**src/hdl/uart_core_pkg.sv**
```systemverilog
// ======================================================================
// Line states and status structs used inside the UART core
// FIFO_AW must equal the FAW parameter given to the FIFOs
// ======================================================================

package uart_core_pkg;

    localparam int FIFO_AW = 4;             // Depth 16

    // Frame position, shared by both serializers
    typedef enum logic [2:0] {
        ST_IDLE,
        ST_START,
        ST_DATA,
        ST_PARITY,
        ST_STOP0,
        ST_STOP1
    } line_state_e;

    typedef struct packed {
        logic             empty;
        logic             full;
        logic [FIFO_AW:0] level;            // One bit wider so full reads as depth
    } fifo_status_t;

    // Single cycle pulses, aligned with the end of a received frame
    typedef struct packed {
        logic parity_error;
        logic frame_error;
        logic overrun;
    } rx_status_t;

endpackage

```
**src/hdl/uart_frame_pkg.sv**
```systemverilog
// ======================================================================
// Frame format types shared by the transmitter, receiver and top level
// data_size is only legal from 5 to 9 and is not range checked
// Parity codes match the codes used in the stimulus records
// ======================================================================

package uart_frame_pkg;

    localparam int MAX_DATA_W = 9;          // Widest data word

    typedef enum logic [2:0] {
        PAR_NONE    = 3'd0,
        PAR_ODD     = 3'd1,
        PAR_EVEN    = 3'd2,
        PAR_STICKY0 = 3'd4,
        PAR_STICKY1 = 3'd5
    } parity_e;

    typedef struct packed {
        logic [3:0] data_size;              // 5 to 9 data bits
        parity_e    parity;
        logic       two_stop;               // Set for two stop bits
    } frame_cfg_t;

    // Mask that keeps the low size bits of a word
    function automatic logic [MAX_DATA_W-1:0] data_mask(input logic [3:0] size);
        return ~({MAX_DATA_W{1'b1}} << size);
    endfunction

    // Parity bit for an already masked word
    function automatic logic parity_bit(input logic [MAX_DATA_W-1:0] d, input parity_e mode);
        logic p;
        case (mode)
            PAR_ODD:     p = ~^d;
            PAR_EVEN:    p = ^d;
            PAR_STICKY0: p = 1'b0;
            default:     p = 1'b1;          // Sticky 1 or parity off
        endcase
        return p;
    endfunction

endpackage

```
**src/hdl/uart_baud_gen.sv**
```systemverilog
// ======================================================================
// Oversampling tick generator
// tick is one clock wide and fires every prescaler+1 clocks while en
// is high. With en low the count is frozen and no tick is produced
// ======================================================================

`timescale 1ns/1ps

module uart_baud_gen (
    input  logic        clk,
    input  logic        resetn,
    input  logic        en,
    input  logic [15:0] prescaler,
    output logic        tick
);

    logic [15:0] count;
    logic        wrap;

    assign wrap = (count == prescaler);

    always_ff @(posedge clk or negedge resetn) begin
        if (!resetn) begin
            count <= '0;
        end else if (en) begin
            if (wrap) begin
                count <= '0;
            end else begin
                count <= count + 16'd1;
            end
        end
    end

    assign tick = en & wrap;                // Held off while disabled

endmodule

```
**src/hdl/uart_fifo.sv**
```systemverilog
// ======================================================================
// Synchronous show-ahead FIFO, depth 2**FAW
// rdata always shows the head word. Writes while full and reads while
// empty are ignored. FAW must match FIFO_AW of the status struct
// ======================================================================

`timescale 1ns/1ps

module uart_fifo
    import uart_core_pkg::*;
#(
    parameter int DW  = 8,
    parameter int FAW = 4
) (
    input  logic          clk,
    input  logic          resetn,
    input  logic          wr,
    input  logic [DW-1:0] wdata,
    input  logic          rd,
    output logic [DW-1:0] rdata,
    output fifo_status_t  status
);

    localparam logic [FAW:0] DEPTH = (FAW + 1)'(1 << FAW);

    logic [DW-1:0]  mem [2**FAW];
    logic [FAW-1:0] wr_ptr;
    logic [FAW-1:0] rd_ptr;
    logic [FAW:0]   count;
    logic           empty;
    logic           full;
    logic           do_wr;
    logic           do_rd;

    assign empty = (count == '0);
    assign full  = (count == DEPTH);
    assign do_wr = wr & ~full;
    assign do_rd = rd & ~empty;

    always_ff @(posedge clk) begin
        if (do_wr) begin
            mem[wr_ptr] <= wdata;
        end
    end

    always_ff @(posedge clk or negedge resetn) begin
        if (!resetn) begin
            wr_ptr <= '0;
            rd_ptr <= '0;
            count  <= '0;
        end else begin
            if (do_wr) begin
                wr_ptr <= wr_ptr + 1'b1;
            end
            if (do_rd) begin
                rd_ptr <= rd_ptr + 1'b1;
            end
            // Push and pop together leave the level alone
            if (do_wr && !do_rd) begin
                count <= count + 1'b1;
            end else if (do_rd && !do_wr) begin
                count <= count - 1'b1;
            end
        end
    end

    assign rdata = mem[rd_ptr];             // Head word

    assign status.empty = empty;
    assign status.full  = full;
    assign status.level = count;

endmodule

```
**src/hdl/uart_rx.sv**
```systemverilog
// ======================================================================
// UART receiver with a two flop input synchronizer
// Bits are sampled at their middle, SC/2 ticks after the start edge
// Errors are held for the frame and pulse together with done
// cfg may only change while the line is idle
// ======================================================================

`timescale 1ns/1ps

module uart_rx
    import uart_frame_pkg::*;
    import uart_core_pkg::*;
#(
    parameter int SC = 8
) (
    input  logic                  clk,
    input  logic                  resetn,
    input  logic                  tick,
    input  frame_cfg_t            cfg,
    input  logic                  rx,
    output logic                  done,
    output logic [MAX_DATA_W-1:0] data,
    output logic                  parity_error,
    output logic                  frame_error
);

    localparam int SCW = $clog2(SC);

    line_state_e           state;
    line_state_e           state_nxt;
    logic                  rx_meta;
    logic                  rx_sync;
    logic [SCW-1:0]        smp_cnt;
    logic [3:0]            bit_cnt;
    logic [MAX_DATA_W-1:0] shreg;               // Fills from the top
    logic                  par_err;
    logic                  frm_err;
    logic                  mid_tick;
    logic                  bit_end;
    logic                  last_data;
    logic                  in_stop;

    always_ff @(posedge clk or negedge resetn) begin
        if (!resetn) begin
            rx_meta <= 1'b1;                    // Idle line level
            rx_sync <= 1'b1;
        end else begin
            rx_meta <= rx;
            rx_sync <= rx_meta;
        end
    end

    assign mid_tick  = tick && (smp_cnt == SCW'(SC / 2 - 1));
    assign bit_end   = tick && (smp_cnt == SCW'(SC - 1));
    assign last_data = (bit_cnt == cfg.data_size - 4'd1);
    assign in_stop   = (state == ST_STOP0) || (state == ST_STOP1);
    assign data      = shreg >> (4'(MAX_DATA_W) - cfg.data_size);

    always_comb begin
        state_nxt = state;
        done      = 1'b0;
        case (state)
            ST_IDLE: begin
                if (tick && !rx_sync) state_nxt = ST_START;
            end
            ST_START: begin
                if (mid_tick) state_nxt = ST_DATA;   // Now aligned to bit middles
            end
            ST_DATA: begin
                if (bit_end && last_data) begin
                    state_nxt = (cfg.parity == PAR_NONE) ? ST_STOP0 : ST_PARITY;
                end
            end
            ST_PARITY: begin
                if (bit_end) state_nxt = ST_STOP0;
            end
            ST_STOP0: begin
                if (bit_end) begin
                    state_nxt = cfg.two_stop ? ST_STOP1 : ST_IDLE;
                    done      = ~cfg.two_stop;
                end
            end
            ST_STOP1: begin
                if (bit_end) begin
                    state_nxt = ST_IDLE;
                    done      = 1'b1;
                end
            end
            default: state_nxt = ST_IDLE;
        endcase
    end

    always_ff @(posedge clk or negedge resetn) begin
        if (!resetn) begin
            state   <= ST_IDLE;
            smp_cnt <= '0;
            bit_cnt <= '0;
            par_err <= 1'b0;
            frm_err <= 1'b0;
        end else begin
            state <= state_nxt;
            if (state == ST_IDLE || (state == ST_START && mid_tick) || bit_end) begin
                smp_cnt <= '0;
            end else if (tick) begin
                smp_cnt <= smp_cnt + 1'b1;
            end
            if (state != ST_DATA) begin
                bit_cnt <= '0;
            end else if (bit_end) begin
                bit_cnt <= bit_cnt + 4'd1;
            end
            if (state == ST_IDLE) begin
                par_err <= 1'b0;
                frm_err <= 1'b0;
            end else begin
                if (state == ST_PARITY && bit_end) begin
                    par_err <= (rx_sync != parity_bit(data, cfg.parity));
                end
                if (in_stop && bit_end && !rx_sync) begin
                    frm_err <= 1'b1;            // Any low stop bit
                end
            end
        end
    end

    always_ff @(posedge clk) begin
        if (state == ST_DATA && bit_end) begin
            shreg <= {rx_sync, shreg[MAX_DATA_W-1:1]};
        end
    end

    // The last stop bit is checked in the same cycle as done
    assign parity_error = done & par_err;
    assign frame_error  = done & (frm_err | ~rx_sync);

endmodule

```
**src/hdl/uart_top.sv**
```systemverilog
// ======================================================================
// UART top level with TX and RX FIFOs and a shared baud generator
// Change cfg only while both lines are idle and both FIFOs are empty
// FAW must equal FIFO_AW. SC must be even and at least 4
// ======================================================================

`timescale 1ns/1ps

module uart_top
    import uart_frame_pkg::*;
    import uart_core_pkg::*;
#(
    parameter int FAW = 4,
    parameter int SC  = 8
) (
    input  logic                  clk,
    input  logic                  resetn,
    input  logic [15:0]           prescaler,
    input  logic                  en,
    input  frame_cfg_t            cfg,
    input  logic                  wr,
    input  logic [MAX_DATA_W-1:0] wdata,
    input  logic                  rd,
    input  logic                  rx,
    output logic                  tx,
    output logic [MAX_DATA_W-1:0] rdata,
    output fifo_status_t          tx_status,
    output fifo_status_t          rx_status,
    output rx_status_t            flags
);

    logic                  tick;
    logic                  tx_done;
    logic                  rx_done;
    logic                  rx_wr;
    logic                  rx_par_err;
    logic                  rx_frm_err;
    logic [MAX_DATA_W-1:0] tx_head;
    logic [MAX_DATA_W-1:0] rx_word;

    uart_baud_gen u_baud_gen (
        .clk       (clk),
        .resetn    (resetn),
        .en        (en),
        .prescaler (prescaler),
        .tick      (tick)
    );

    uart_fifo #(.DW(MAX_DATA_W), .FAW(FAW)) u_tx_fifo (
        .clk    (clk),
        .resetn (resetn),
        .wr     (wr),
        .wdata  (wdata),
        .rd     (tx_done),                  // Pop once the frame has left
        .rdata  (tx_head),
        .status (tx_status)
    );

    uart_tx #(.SC(SC)) u_tx (
        .clk    (clk),
        .resetn (resetn),
        .tick   (tick),
        .cfg    (cfg),
        .start  (~tx_status.empty),
        .data   (tx_head),
        .done   (tx_done),
        .tx     (tx)
    );

    uart_rx #(.SC(SC)) u_rx (
        .clk          (clk),
        .resetn       (resetn),
        .tick         (tick),
        .cfg          (cfg),
        .rx           (rx),
        .done         (rx_done),
        .data         (rx_word),
        .parity_error (rx_par_err),
        .frame_error  (rx_frm_err)
    );

    // A full RX FIFO drops the frame and reports overrun instead
    assign rx_wr = rx_done & ~rx_status.full;

    uart_fifo #(.DW(MAX_DATA_W), .FAW(FAW)) u_rx_fifo (
        .clk    (clk),
        .resetn (resetn),
        .wr     (rx_wr),
        .wdata  (rx_word),
        .rd     (rd),
        .rdata  (rdata),
        .status (rx_status)
    );

    assign flags.parity_error = rx_par_err;
    assign flags.frame_error  = rx_frm_err;
    assign flags.overrun      = rx_done & rx_status.full;

endmodule

```
**src/hdl/uart_tx.sv**
```systemverilog
// ======================================================================
// UART transmitter, one frame per non-empty FIFO head
// Every bit lasts SC ticks. The head word must stay stable until done
// cfg may only change while the line is idle
// ======================================================================

`timescale 1ns/1ps

module uart_tx
    import uart_frame_pkg::*;
    import uart_core_pkg::*;
#(
    parameter int SC = 8
) (
    input  logic                  clk,
    input  logic                  resetn,
    input  logic                  tick,
    input  frame_cfg_t            cfg,
    input  logic                  start,
    input  logic [MAX_DATA_W-1:0] data,
    output logic                  done,
    output logic                  tx
);

    localparam int SCW = $clog2(SC);

    line_state_e           state;
    line_state_e           state_nxt;
    logic [SCW-1:0]        smp_cnt;             // Ticks within the bit
    logic [3:0]            bit_cnt;             // Data bits already sent
    logic [MAX_DATA_W-1:0] shreg;
    logic [MAX_DATA_W-1:0] masked;
    logic                  par_q;
    logic                  bit_end;
    logic                  last_data;
    logic                  load;
    logic                  tx_nxt;

    assign masked    = data & data_mask(cfg.data_size);
    assign bit_end   = tick && (smp_cnt == SCW'(SC - 1));
    assign last_data = (bit_cnt == cfg.data_size - 4'd1);
    assign load      = (state == ST_IDLE) && start;

    always_comb begin
        state_nxt = state;
        done      = 1'b0;
        case (state)
            ST_IDLE: begin
                if (start) state_nxt = ST_START;     // No need to wait for a tick
            end
            ST_START: begin
                if (bit_end) state_nxt = ST_DATA;
            end
            ST_DATA: begin
                if (bit_end && last_data) begin
                    state_nxt = (cfg.parity == PAR_NONE) ? ST_STOP0 : ST_PARITY;
                end
            end
            ST_PARITY: begin
                if (bit_end) state_nxt = ST_STOP0;
            end
            ST_STOP0: begin
                if (bit_end) begin
                    state_nxt = cfg.two_stop ? ST_STOP1 : ST_IDLE;
                    done      = ~cfg.two_stop;
                end
            end
            ST_STOP1: begin
                if (bit_end) begin
                    state_nxt = ST_IDLE;
                    done      = 1'b1;
                end
            end
            default: state_nxt = ST_IDLE;
        endcase
    end

    // Line level for the current frame position
    always_comb begin
        case (state)
            ST_START:  tx_nxt = 1'b0;
            ST_DATA:   tx_nxt = shreg[0];
            ST_PARITY: tx_nxt = par_q;
            default:   tx_nxt = 1'b1;
        endcase
    end

    always_ff @(posedge clk or negedge resetn) begin
        if (!resetn) begin
            state   <= ST_IDLE;
            smp_cnt <= '0;
            bit_cnt <= '0;
            tx      <= 1'b1;
        end else begin
            state <= state_nxt;
            tx    <= tx_nxt;
            if (state == ST_IDLE || bit_end) begin
                smp_cnt <= '0;
            end else if (tick) begin
                smp_cnt <= smp_cnt + 1'b1;
            end
            if (state != ST_DATA) begin
                bit_cnt <= '0;
            end else if (bit_end) begin
                bit_cnt <= bit_cnt + 4'd1;
            end
        end
    end

    always_ff @(posedge clk) begin
        if (load) begin
            shreg <= masked;
            par_q <= parity_bit(masked, cfg.parity);
        end else if (state == ST_DATA && bit_end) begin
            shreg <= shreg >> 1;                     // LSB first
        end
    end

endmodule

```
**config.mk**
```make
export PLATFORM = sky130hd
export DESIGN_NAME = uart_top
export DESIGN_NICKNAME = d
export VERILOG_FILES = /design/src/hdl/uart_core_pkg.sv /design/src/hdl/uart_frame_pkg.sv /design/src/hdl/uart_baud_gen.sv /design/src/hdl/uart_fifo.sv /design/src/hdl/uart_rx.sv /design/src/hdl/uart_top.sv /design/src/hdl/uart_tx.sv
export SDC_FILE = /design/constraint.sdc
export NUM_CORES = 1
export LEC_CHECK = 0
export ABC_AREA = 1
export BUFFER_PORTS_ARGS = -buffer_cell sky130_fd_sc_hd__buf_2
export CAP_MARGIN = 20
export CELL_PAD_IN_SITES_DETAIL_PLACEMENT = 1
export CELL_PAD_IN_SITES_GLOBAL_PLACEMENT = 1
export CORE_MARGIN = 2
export CORE_UTILIZATION = 53
export DETAILED_ROUTE_END_ITERATION = 7
export GPL_ROUTABILITY_DRIVEN = 0
export PLACE_DENSITY = 0.87
export SLEW_MARGIN = 20
export SYNTH_ARGS = -nofsm -noshare
export SYNTH_HDL_FRONTEND = slang
export SYNTH_SLANG_ARGS = --single-unit
```
**constraint.sdc**
```tcl
create_clock -name clk -period 5.8 [get_ports clk]
set_input_delay 0.87 -clock clk [delete_from_list [all_inputs] [get_ports clk]]
set_output_delay 0.87 -clock clk [all_outputs]
set_load 0.02 [all_outputs]
```
### Word level (Yosys, flattened, before mapping)

Memory sizes are Yosys's and may differ from the RTL's.
Index checks and enable logic that the tools add are counted.

* shifts and indexed selects: 2
* mux-type cells: 50
* bitwise operators: 18
* reduce and logical (&&, ||, !) cells: 46
* $add $sub $neg: 15
* eq/ne operators: 36

Operator list (count)
* 3-bit 2-to-1 mux: 18
* 3-bit one-hot mux with 6 select lines: 2
* 4-bit by 1-bit adder with 4-bit output, second input constant: 6
* 2-bit by 1-bit inequality test with 1-bit output, second input constant: 11
* 3-bit equality test, second input constant: 7
* 5-bit 2-to-1 mux: 4
* 3-bit by 2-bit equality test with 1-bit output, second input constant: 6
* 9-bit 2-to-1 mux: 2
* 2-bit nonzero test: 9
* 9-bit XNOR reduction: 2
* 9-bit XOR reduction: 2
* 1-bit logical AND: 17
* 16-bit by 1-bit adder with 16-bit output, second input constant: 1
* 16-bit equality test: 1
* 16-bit 2-to-1 mux: 1
* 4-bit 2-to-1 mux: 4
* 1-bit 2-to-1 mux: 14
* 6-bit AND reduction: 2
* 5-bit by 1-bit adder with 5-bit output, second input constant: 2
* 5-bit equality test, second input constant: 2
* 5-bit logical NOT: 2
* 5-bit by 1-bit subtractor with 5-bit output, second input constant: 2
* 1-bit bitwise AND: 9
* 9-bit bitwise AND: 1
* other kinds (18): 40

* memory bits (writable): 288
* bits in registers: 86
* output and inout bits: 27
* memories: 2
* input port bits: 39
* logic and storage cells: 190

Memory list
* u_rx_fifo.mem: words 16, width 9, rd ports 1, clocked after memory_dff 0, write ports 1, line uart_fifo.sv:26 `logic [DW-1:0] mem [2**FAW];`
* u_tx_fifo.mem: words 16, width 9, rd ports 1, clocked after memory_dff 0, write ports 1, line uart_fifo.sv:26

### Depth between registers and ports, before layout

Gate-level depths: netlist of run 1.

* depth after elaboration: 11
* gate-level depth with buffers: 22
* mapped depth without buffers: 21

### By module

A second synthesis of run 1 with hierarchy kept.

* cells, all modules: 2067
* area total of the unflattened synthesis: 18514.0 um2

By module, submodules not included
* uart_fifo: instances 2, area an instance 6884.1 um2, cells an instance 683
* uart_rx: instances 1, area an instance 1824.2 um2, cells an instance 247
* uart_tx: instances 1, area an instance 1557.7 um2, cells an instance 214
* uart_baud_gen: instances 1, area an instance 1327.5 um2, cells an instance 233
* uart_top: instances 1, area an instance 36.3 um2, cells an instance 7

### Worst setup path after synthesis of run 1

Ideal clock, no wire load.

* path type: input-to-reg
* from: input prescaler[6]
* to: register u_rx_fifo.count[4]
* buffers on the path: 0
* stages: 18
* slack: 2.377 ns
* setup time: 0.132 ns
* arrival time: 3.291 ns
* path through: xnor2_1 > nand2_1 > nor4_1 > nand2_1 > nor2_4 > nand2_2 > nor2_2 > nand2_2 > nor2_8 > ha_1 > inv_1 > fa_1 > a21o_1 > a21oi_1 > nand2_1 > nand2_1 > nor2_1 > xor2_1

* word-level cells in the longest chain between the ends: 10
* elaborated cells between the ends (all ways): 13
* classes of those cells: 1 x eq/ne; 4 x mux; 3 x bitwise; 5 x reduce/logical

RTL lines
* from (decl): line uart_top.sv:18 `input logic [15:0] prescaler,`
* 16-bit equality test (*): line uart_baud_gen.sv:20 `assign wrap = (count == prescaler);`
* 1-bit bitwise AND (*): line uart_baud_gen.sv:34 `assign tick = en & wrap;`
* 1-bit logical AND (*): line uart_rx.sv:54 `assign bit_end = tick && (smp_cnt == SCW'(SC - 1));`
* 1-bit 2-to-1 mux, on equally long branches: line uart_rx.sv:84, uart_rx.sv:78
* 1-bit one-hot mux with 2 select lines (*): line uart_rx.sv:62 `case (state)`
* 1-bit bitwise AND (*): line uart_top.sv:83 `assign rx_wr = rx_done & ~rx_status.full;`
* 1-bit bitwise AND (*): line uart_fifo.sv:37 `assign do_wr = wr & ~full;`
* named net u_rx_fifo.do_wr: line uart_fifo.sv:32 `logic do_wr;`
* 1-bit logical NOT: line uart_fifo.sv:61 `end else if (do_rd && !do_wr) begin`
* 1-bit logical AND: line uart_fifo.sv:61
* 2-bit nonzero test (no source line)
* to (signal assigned): line uart_fifo.sv:60 `count <= count + 1'b1;`
* to (signal assigned): line uart_fifo.sv:62 `count <= count - 1'b1;`
* to (decl): line uart_fifo.sv:29 `logic [FAW:0] count;`

Mark *: on every way through the listed nets, which the timed path passes. The rest lies on a longest branch.
A chain may end at the register's enable or synchronous reset.

### Worst setup path in the final report of run 1

Same ends and word-level chain as after synthesis.

==> results.ini, run 1 <==
[timing]
drv_slew=0
worst_pin_slew_ns=1.107
fin_crit_sh_pct=67.55
hold_viol=0
hold_slack_ns=0.3585
max_freq_mhz=255.2
min_period_ns=3.918
setup_slack_ns=1.882
setup_viol=0
slew_headroom_pct=26.11
rsz0062_at_grt=no
tns_ns=0
fin_skew_ns=0.02655

[die]
start_util_pct=53.36
die_w_um=184.3
die_y_um=184.3
die_area_um2=33970
io_pins=66
row_count=66
core_um2=32290

[cts]
cts_tree=yes
cts_made_buffers=40
cts_setup_buffers=0
cts.path.max_buffers=3
ctsRootBufferMaster=clkbuf_16
hold_buffers=0
path_clk_slew_ns=0.06
insertion_delay_ns=0.55
htreeDepth=2
cts.sinks=374
cts-resized-gates=0

[worst_setup_path]
critPathArrivalTime_ns=4.34
critPathTopFamily=simple AND/OR/NAND/NOR gates
path_class=in2reg
rr_endpoint=u_rx_fifo.count[4]
r2r_setup_slack_ns=1.90
crit_path_cell_trace=buf_2 -> xnor2_1 -> nand2_1 -> nor4_1 -> nand2_1 -> nor2_4 -> nand2_2 -> nor2_2 -> nand2_2 -> nor2_8 -> ha_1 -> inv_1 -> fa_1 -> a21o_1 -> a21oi_1 -> nand2_1 -> nand2_1 -> nor2_1 -> xor2_1
reg2reg_depth=18
path_max_fanout=13
start_kind=input pin
crit_path_top_delay_cell=fa_1
path_buf_inv=2
critPathRequiredTime_ns=6.22
cp_common_cell=nand2_1
timing.rr.start=u_baud_gen.count[7]
max_stage_delay_ns=0.43
worstSetupEndpointType=flop

[final_layout]
layout_commonest_cell=nand2_1
drive_above_1_share_pct=9.149
mostFrequentLayoutCells=nand2_1 (347), edfxtp_1 (307), nor2_1 (193)
seq_area_um2=10900
syn2layout_area_growth_pct=10.74
nNetsFinal=1761
n_fill_cell=3429
multi_input_comb_area_um2=5344

[yosys]
netlist_area_um2=17230
ys_ff_latch=374
synth.avg_cell_area_um2=10.51
yosysSeqAreaShare_pct=63.26
ys_warn_count=0
syn-num-nets=1713
ys_types=49
synthCells=1639

[power_and_ir_drop]
powerDensity_nw_per_um2=356.5
power_leakage_uw=0.007911
total_power_uw=6803
vdd_drop_max_uv=495.3

[global_route]
grt_pass1_wl_um=74980
grt_use_total_pct=28.83
antenna_found_initial=2
grt_max_degree=68
first_global_vias=13557
grt_overflow=0

[drt]
vias=12541
drc_errors=0
postRouteAntennaNets=0
wl_per_cell_um=22.37
routed_wl_um=48300
dr.pass1.iters=5
avgViaCountPerCell=5.809
dr.first_iter.drc_count=915

[placed_design]
pre_cts_slack_ns=1.418
io_buffers=65
dp_hpwl_um=30230

[worst_hold_path]
worst_hold_path_type=reg2reg
hold_start=u_rx.rx_meta
hold_depth=0
hold_end=u_rx.rx_sync

[flow_run]
maxCapViolCount=0

[run_status]
outcome=complete, no violations

how the worst max path moves through the flow:
stage,start,endpoint,slack [ns],cells past startpoint
after floorplan,prescaler[6],u_rx_fifo.count[4],2.38,18
after global placement,prescaler[6],u_rx_fifo.count[4],1.71,19
after detailed placement,prescaler[7],u_rx_fifo.count[4],1.42,19
after CTS,u_rx_fifo.rd_ptr[0],rdata[5],1.88,6
after global routing,u_baud_gen.count[7],u_rx_fifo.count[4],1.61,18
final,prescaler[6],u_rx_fifo.count[4],1.88,19
worst reg2reg max path: cells and delay by family (launching register included):
family	cells	cell delay, ns
xor+xnor	2	0.28
compound gates	2	0.39
buf+inv	1	0.13
fa+ha+maj	2	0.68
simple gates	11	1.90
flops	1	0.43
state kept, by name, indices dropped and copies added (netlist names), 5 cells and up:
name and flops:
u_rx.shreg 9, u_rx_fifo.mem 144, u_baud_gen.count 16, u_rx_fifo.count 5
u_tx.shreg 9, u_tx_fifo.count 5, u_tx_fifo.mem 144
per-stage QoR:
stage | cell area (µm²) | util [%] | instances
4_1_cts | 19080 | 59.08 | 2158
3_3_place_gp | 17830 | 55.21 | 2087
6_report | 19080 | 59.09 | 2159
5_1_grt | 19080 | 59.09 | 2159
3_5_place_dp | 17830 | 55.21 | 2087
2_1_floorplan | 17230 | - | 1639
kinds of logic (layout without fill, tap and decap cells):
family | Yosys count | count (layout) | synth area share, %
compound gates | 203 | 203 | 7.110
xor+xnor | 39 | 39 | 1.983
fa+ha+maj | 35 | 35 | 2.629
buf+inv | 236 | 313 | 5.723
flops | 374 | 374 | 63.26
mux | 32 | 32 | 1.866
other cells | 0 | 1 | 0
simple gates | 720 | 720 | 17.43
synthesized netlist by cell type, drive strengths merged:
master | count | area [µm²]
o21a | 2 | 15.01
nor2 | 197 | 768.2
dfstp | 3 | 78.83
ha | 33 | 412.9
a21oi | 28 | 140.1
clkbuf | 32 | 123.9
nor4 | 5 | 31.28
buf | 36 | 231.5
o32ai | 3 | 26.28
fa | 2 | 40.04
inv | 164 | 615.6
and3 | 1 | 6.260
edfxtp | 307 | 9219
nor3 | 13 | 70.07
o22ai | 4 | 25.02
a21o | 4 | 30.03
xnor2 | 16 | 140.1
a211o | 1 | 8.760
dfrtp | 64 | 1602
mux2 | 1 | 11.26
a211oi | 1 | 7.510
nand4 | 11 | 68.82
or2 | 7 | 43.80
o21bai | 1 | 7.510
o311ai | 1 | 8.760
a31oi | 2 | 12.51
clkinv | 4 | 15.01
nand3b | 1 | 7.510
nand3 | 131 | 655.6
nand2 | 354 | 1351
xor2 | 23 | 201.4
mux2i | 31 | 310.3
o21ai | 109 | 549.3
o221ai | 33 | 289.0
o211ai | 14 | 105.1
report_power, final:
part | switching (µW) | internal [µW]
sequential | 144 | 3180
clock | 1060 | 1430
combinational | 698 | 295
total | 1900 | 4900
routing by layer:
| metal | up-vias | wire, µm | track usage, % |
|---|---|---|---|
| met5 | - | 13 | 0 |
| met3 | 140 | 2340 | 4.051 |
| li1 | 5689 | - | - |
| met1 | 6314 | 18650 | 34.21 |
| met4 | 2 | 1941 | 12.54 |
| met2 | 396 | 25360 | 52.20 |
cell type report:
type                            count  area share, %
Clock inverter                     19         0.8001
Tap cell                          442          2.899
Sequential cell                   374          57.15
Multi-Input combinational cell   1029          28.01
Timing Repair Buffer               74          2.072
Clock buffer                       52          5.758
Inverter                          168          3.305
Antenna cell                        1        0.01312
Power figures use the tool's default switching activity.
==> inputs of run 2 (changes only) <==
CORE_UTILIZATION = 50   (was 53)
PLACE_DENSITY = 0.83   (was 0.87)
clock period = 3.8 ns   (was 5.8 ns; I/O delays follow)
==> run 2 against run 1 <==
Critical path depth down 1. Final cell count up 1.9%. Critical path type is now reg2reg. Die area up 5.9%. Combinational power up 50%. Cell area up 1.8%.
==> results.ini, run 2 (same netlist as run 1, synthesis figures left out) <==
[final_layout]
drive_above_1_share_pct=11.07  ; was 9.149%
nNetsFinal=1795  ; was 1761
mostFrequentLayoutCells=nand2_1 (347), edfxtp_1 (307), nor2_1 (193)  ; unchanged
layout_commonest_cell=nand2_1  ; unchanged
n_fill_cell=3647  ; was 3429
final_area_um2=19420  ; was 19080 µm²
insertedDiodeCount=0  ; was 1
top_regs=u_rx_fifo.mem: 144 flops, u_tx_fifo.mem: 144 flops, u_baud_gen.count: 16 flops  ; unchanged
syn2layout_area_growth_pct=12.72  ; was 10.74%
post-route-util_pct=57.63  ; was 59.09%

[worst_setup_path]
rr_endpoint=u_rx_fifo.count[4]  ; unchanged
start_kind=flop  ; was input pin
worstSetupEndpointType=flop  ; unchanged
critPathRequiredTime_ns=4.22  ; was 6.22 ns
r2r_setup_slack_ns=0.38  ; was 1.90 ns
timing.rr.start=u_baud_gen.count[9]  ; was u_baud_gen.count[7]
path_max_fanout=7  ; was 13
path_class=reg2reg  ; was in2reg
critPathArrivalTime_ns=3.84  ; was 4.34 ns
reg2reg_depth=18  ; unchanged

[timing]
max_freq_mhz=292.3
rsz0062_at_grt=no  ; unchanged
fin_crit_sh_pct=90.04
setup_viol=0  ; unchanged
min_period_ns=3.422
worst_pin_slew_ns=1.126  ; was 1.107 ns
fin_skew_ns=0.02513  ; was 0.02655 ns
tns_ns=0  ; unchanged
setup_slack_ns=0.3784  ; was 1.882 ns
drv_slew=0  ; unchanged
hold_viol=0  ; unchanged
slew_headroom_pct=24.67  ; was 26.11%

[cts]
ctsRootBufferMaster=clkbuf_16  ; unchanged
htreeDepth=2  ; unchanged
path_clk_slew_ns=0.06  ; about the same
cts_setup_buffers=0  ; unchanged
cts-resized-gates=0  ; unchanged
cts.sinks=374  ; unchanged
cts_tree=yes  ; unchanged
cts_made_buffers=40  ; unchanged
hold_buffers=0  ; unchanged
insertion_delay_ns=0.54  ; was 0.55 ns
cts.path.max_buffers=3  ; unchanged

[die]
core_um2=33700  ; was 32290 µm²
die_area_um2=35960  ; was 33970 µm²
die_w_um=189.6  ; was 184.3 µm
start_util_pct=51.12  ; was 53.36%
io_pins=66  ; unchanged
row_count=67  ; was 66
die_y_um=189.6  ; was 184.3 µm

[global_route]
antenna_found_initial=0  ; was 2
grt_use_total_pct=25.18  ; was 28.83%
grt_busiest_layer=met2  ; unchanged
grt_pass1_wl_um=71010  ; was 74980 µm
grt_overflow=0  ; unchanged
grt_util_met1_pct=30.05  ; was 34.21%
grt_util_met2_pct=46.77  ; was 52.20%
grt_max_degree=68  ; unchanged
use_met3_pct=3.025  ; was 4.051%
first_global_vias=13540  ; was 13.56k

[drt]
postRouteAntennaNets=0  ; unchanged
dr.first_iter.drc_count=912  ; was 915
drc_errors=0  ; unchanged
routed_wl_um=44700  ; was 48300 µm
avgViaCountPerCell=5.578  ; was 5.809
wl_per_cell_um=20.32  ; was 22.37 µm
dr.pass1.iters=5  ; unchanged
vias=12271  ; was 12.54k

[placed_design]
pre_cts_slack_ns=0.09361  ; was 1.418 ns
dpl_cell_area_um2=18110  ; was 17830 µm²
io_buffers=65  ; unchanged
dp_hpwl_um=29130  ; was 30230 µm

[worst_hold_path]
hold_start=rx  ; was u_rx.rx_meta
hold_depth=1  ; was 0
worst_hold_path_type=in2reg  ; was reg2reg
hold_end=u_rx.rx_meta  ; was u_rx.rx_sync

[power_and_ir_drop]
powerDensity_nw_per_um2=540.7  ; was 356.5 nW/µm²
vdd_drop_max_uv=550.5  ; was 495.3 µV
power_leakage_uw=0.008121  ; was 0.007911 µW
total_power_uw=10500  ; was 6803 µW

[flow_run]
maxCapViolCount=0  ; unchanged

[run_status]
outcome=complete, no violations  ; unchanged

## run 2: cell count changes in the layout (fill, tap and decap cells not counted), sizes merged
cell,delta
buf,+34
bufinv,+3
clkinv,-3
inv,+2
clkbuf,-1
clkinvlp,+1
diode,-1
## run 2: per-layer routing
metal / vias up / routed length, µm
met2: 257 / 23650
met3: 106 / 1523
met4: 0 / 1367
met5: - / 0
li1: 5753 / -
met1: 6155 / 18160
## run 2: metrics by stage
| step | hold WS [ns] | std cells |
|---|---|---|
| final | 0.1231 | 2200 |
| after global routing | 0.1159 | 2200 |
| after CTS | 0.1072 | 2200 |
| after detailed placement | 0.3567 | 2127 |
| after global placement | 0.3475 | 2127 |
| after floorplan | 0.2744 | 1639 |
## run 2: power by group
part           switching (µW)  internal [µW]  leakage, µW
combinational            1030            458      0.00385
clock                    1620           2330     0.000631
sequential                215           4850      0.00364
## run 2: how the worst max path moves through the flow
stage,slack (ns),to,depth (start not counted),from
floorplan,0.68,u_rx_fifo.count[4],18,prescaler[6]
global placement,0.30,u_rx_fifo.count[4],19,prescaler[9]
detailed placement,0.09,u_rx_fifo.count[4],19,prescaler[9]
CTS,0.35,u_rx_fifo.count[4],18,u_baud_gen.count[9]
global route,0.10,u_rx_fifo.count[4],17,u_baud_gen.count[9]
finish,0.38,u_rx_fifo.count[4],18,u_baud_gen.count[9]
## run 2: final cells by class
cell class | instances | area, µm² | area share, %
clock inverter | 22 | 244.0 | 1.256
inverter | 168 | 630.6 | 3.247
tap | 448 | 560.5 | 2.886
sequential | 374 | 10900 | 56.14
clock buffer | 51 | 1064 | 5.476
multi-input combinational | 1029 | 5344 | 27.52
timing repair buffer | 108 | 675.6 | 3.479
## run 2: critical path, cell delays in order, from the launching register on
cell     delay (ns)
dfrtp_1        0.41
xnor2_1        0.15
nand2_1        0.10
nor4_1         0.31
nand2_1        0.18
nor2_4         0.23
nand2_2        0.11
nor2_2         0.14
nand2_2        0.14
nor2_8         0.11
ha_1           0.19
inv_1          0.11
fa_1           0.43
a21o_1         0.18
a21oi_1        0.18
nand2_1        0.08
nand2_1        0.06
nor2_1         0.05
xor2_1         0.14
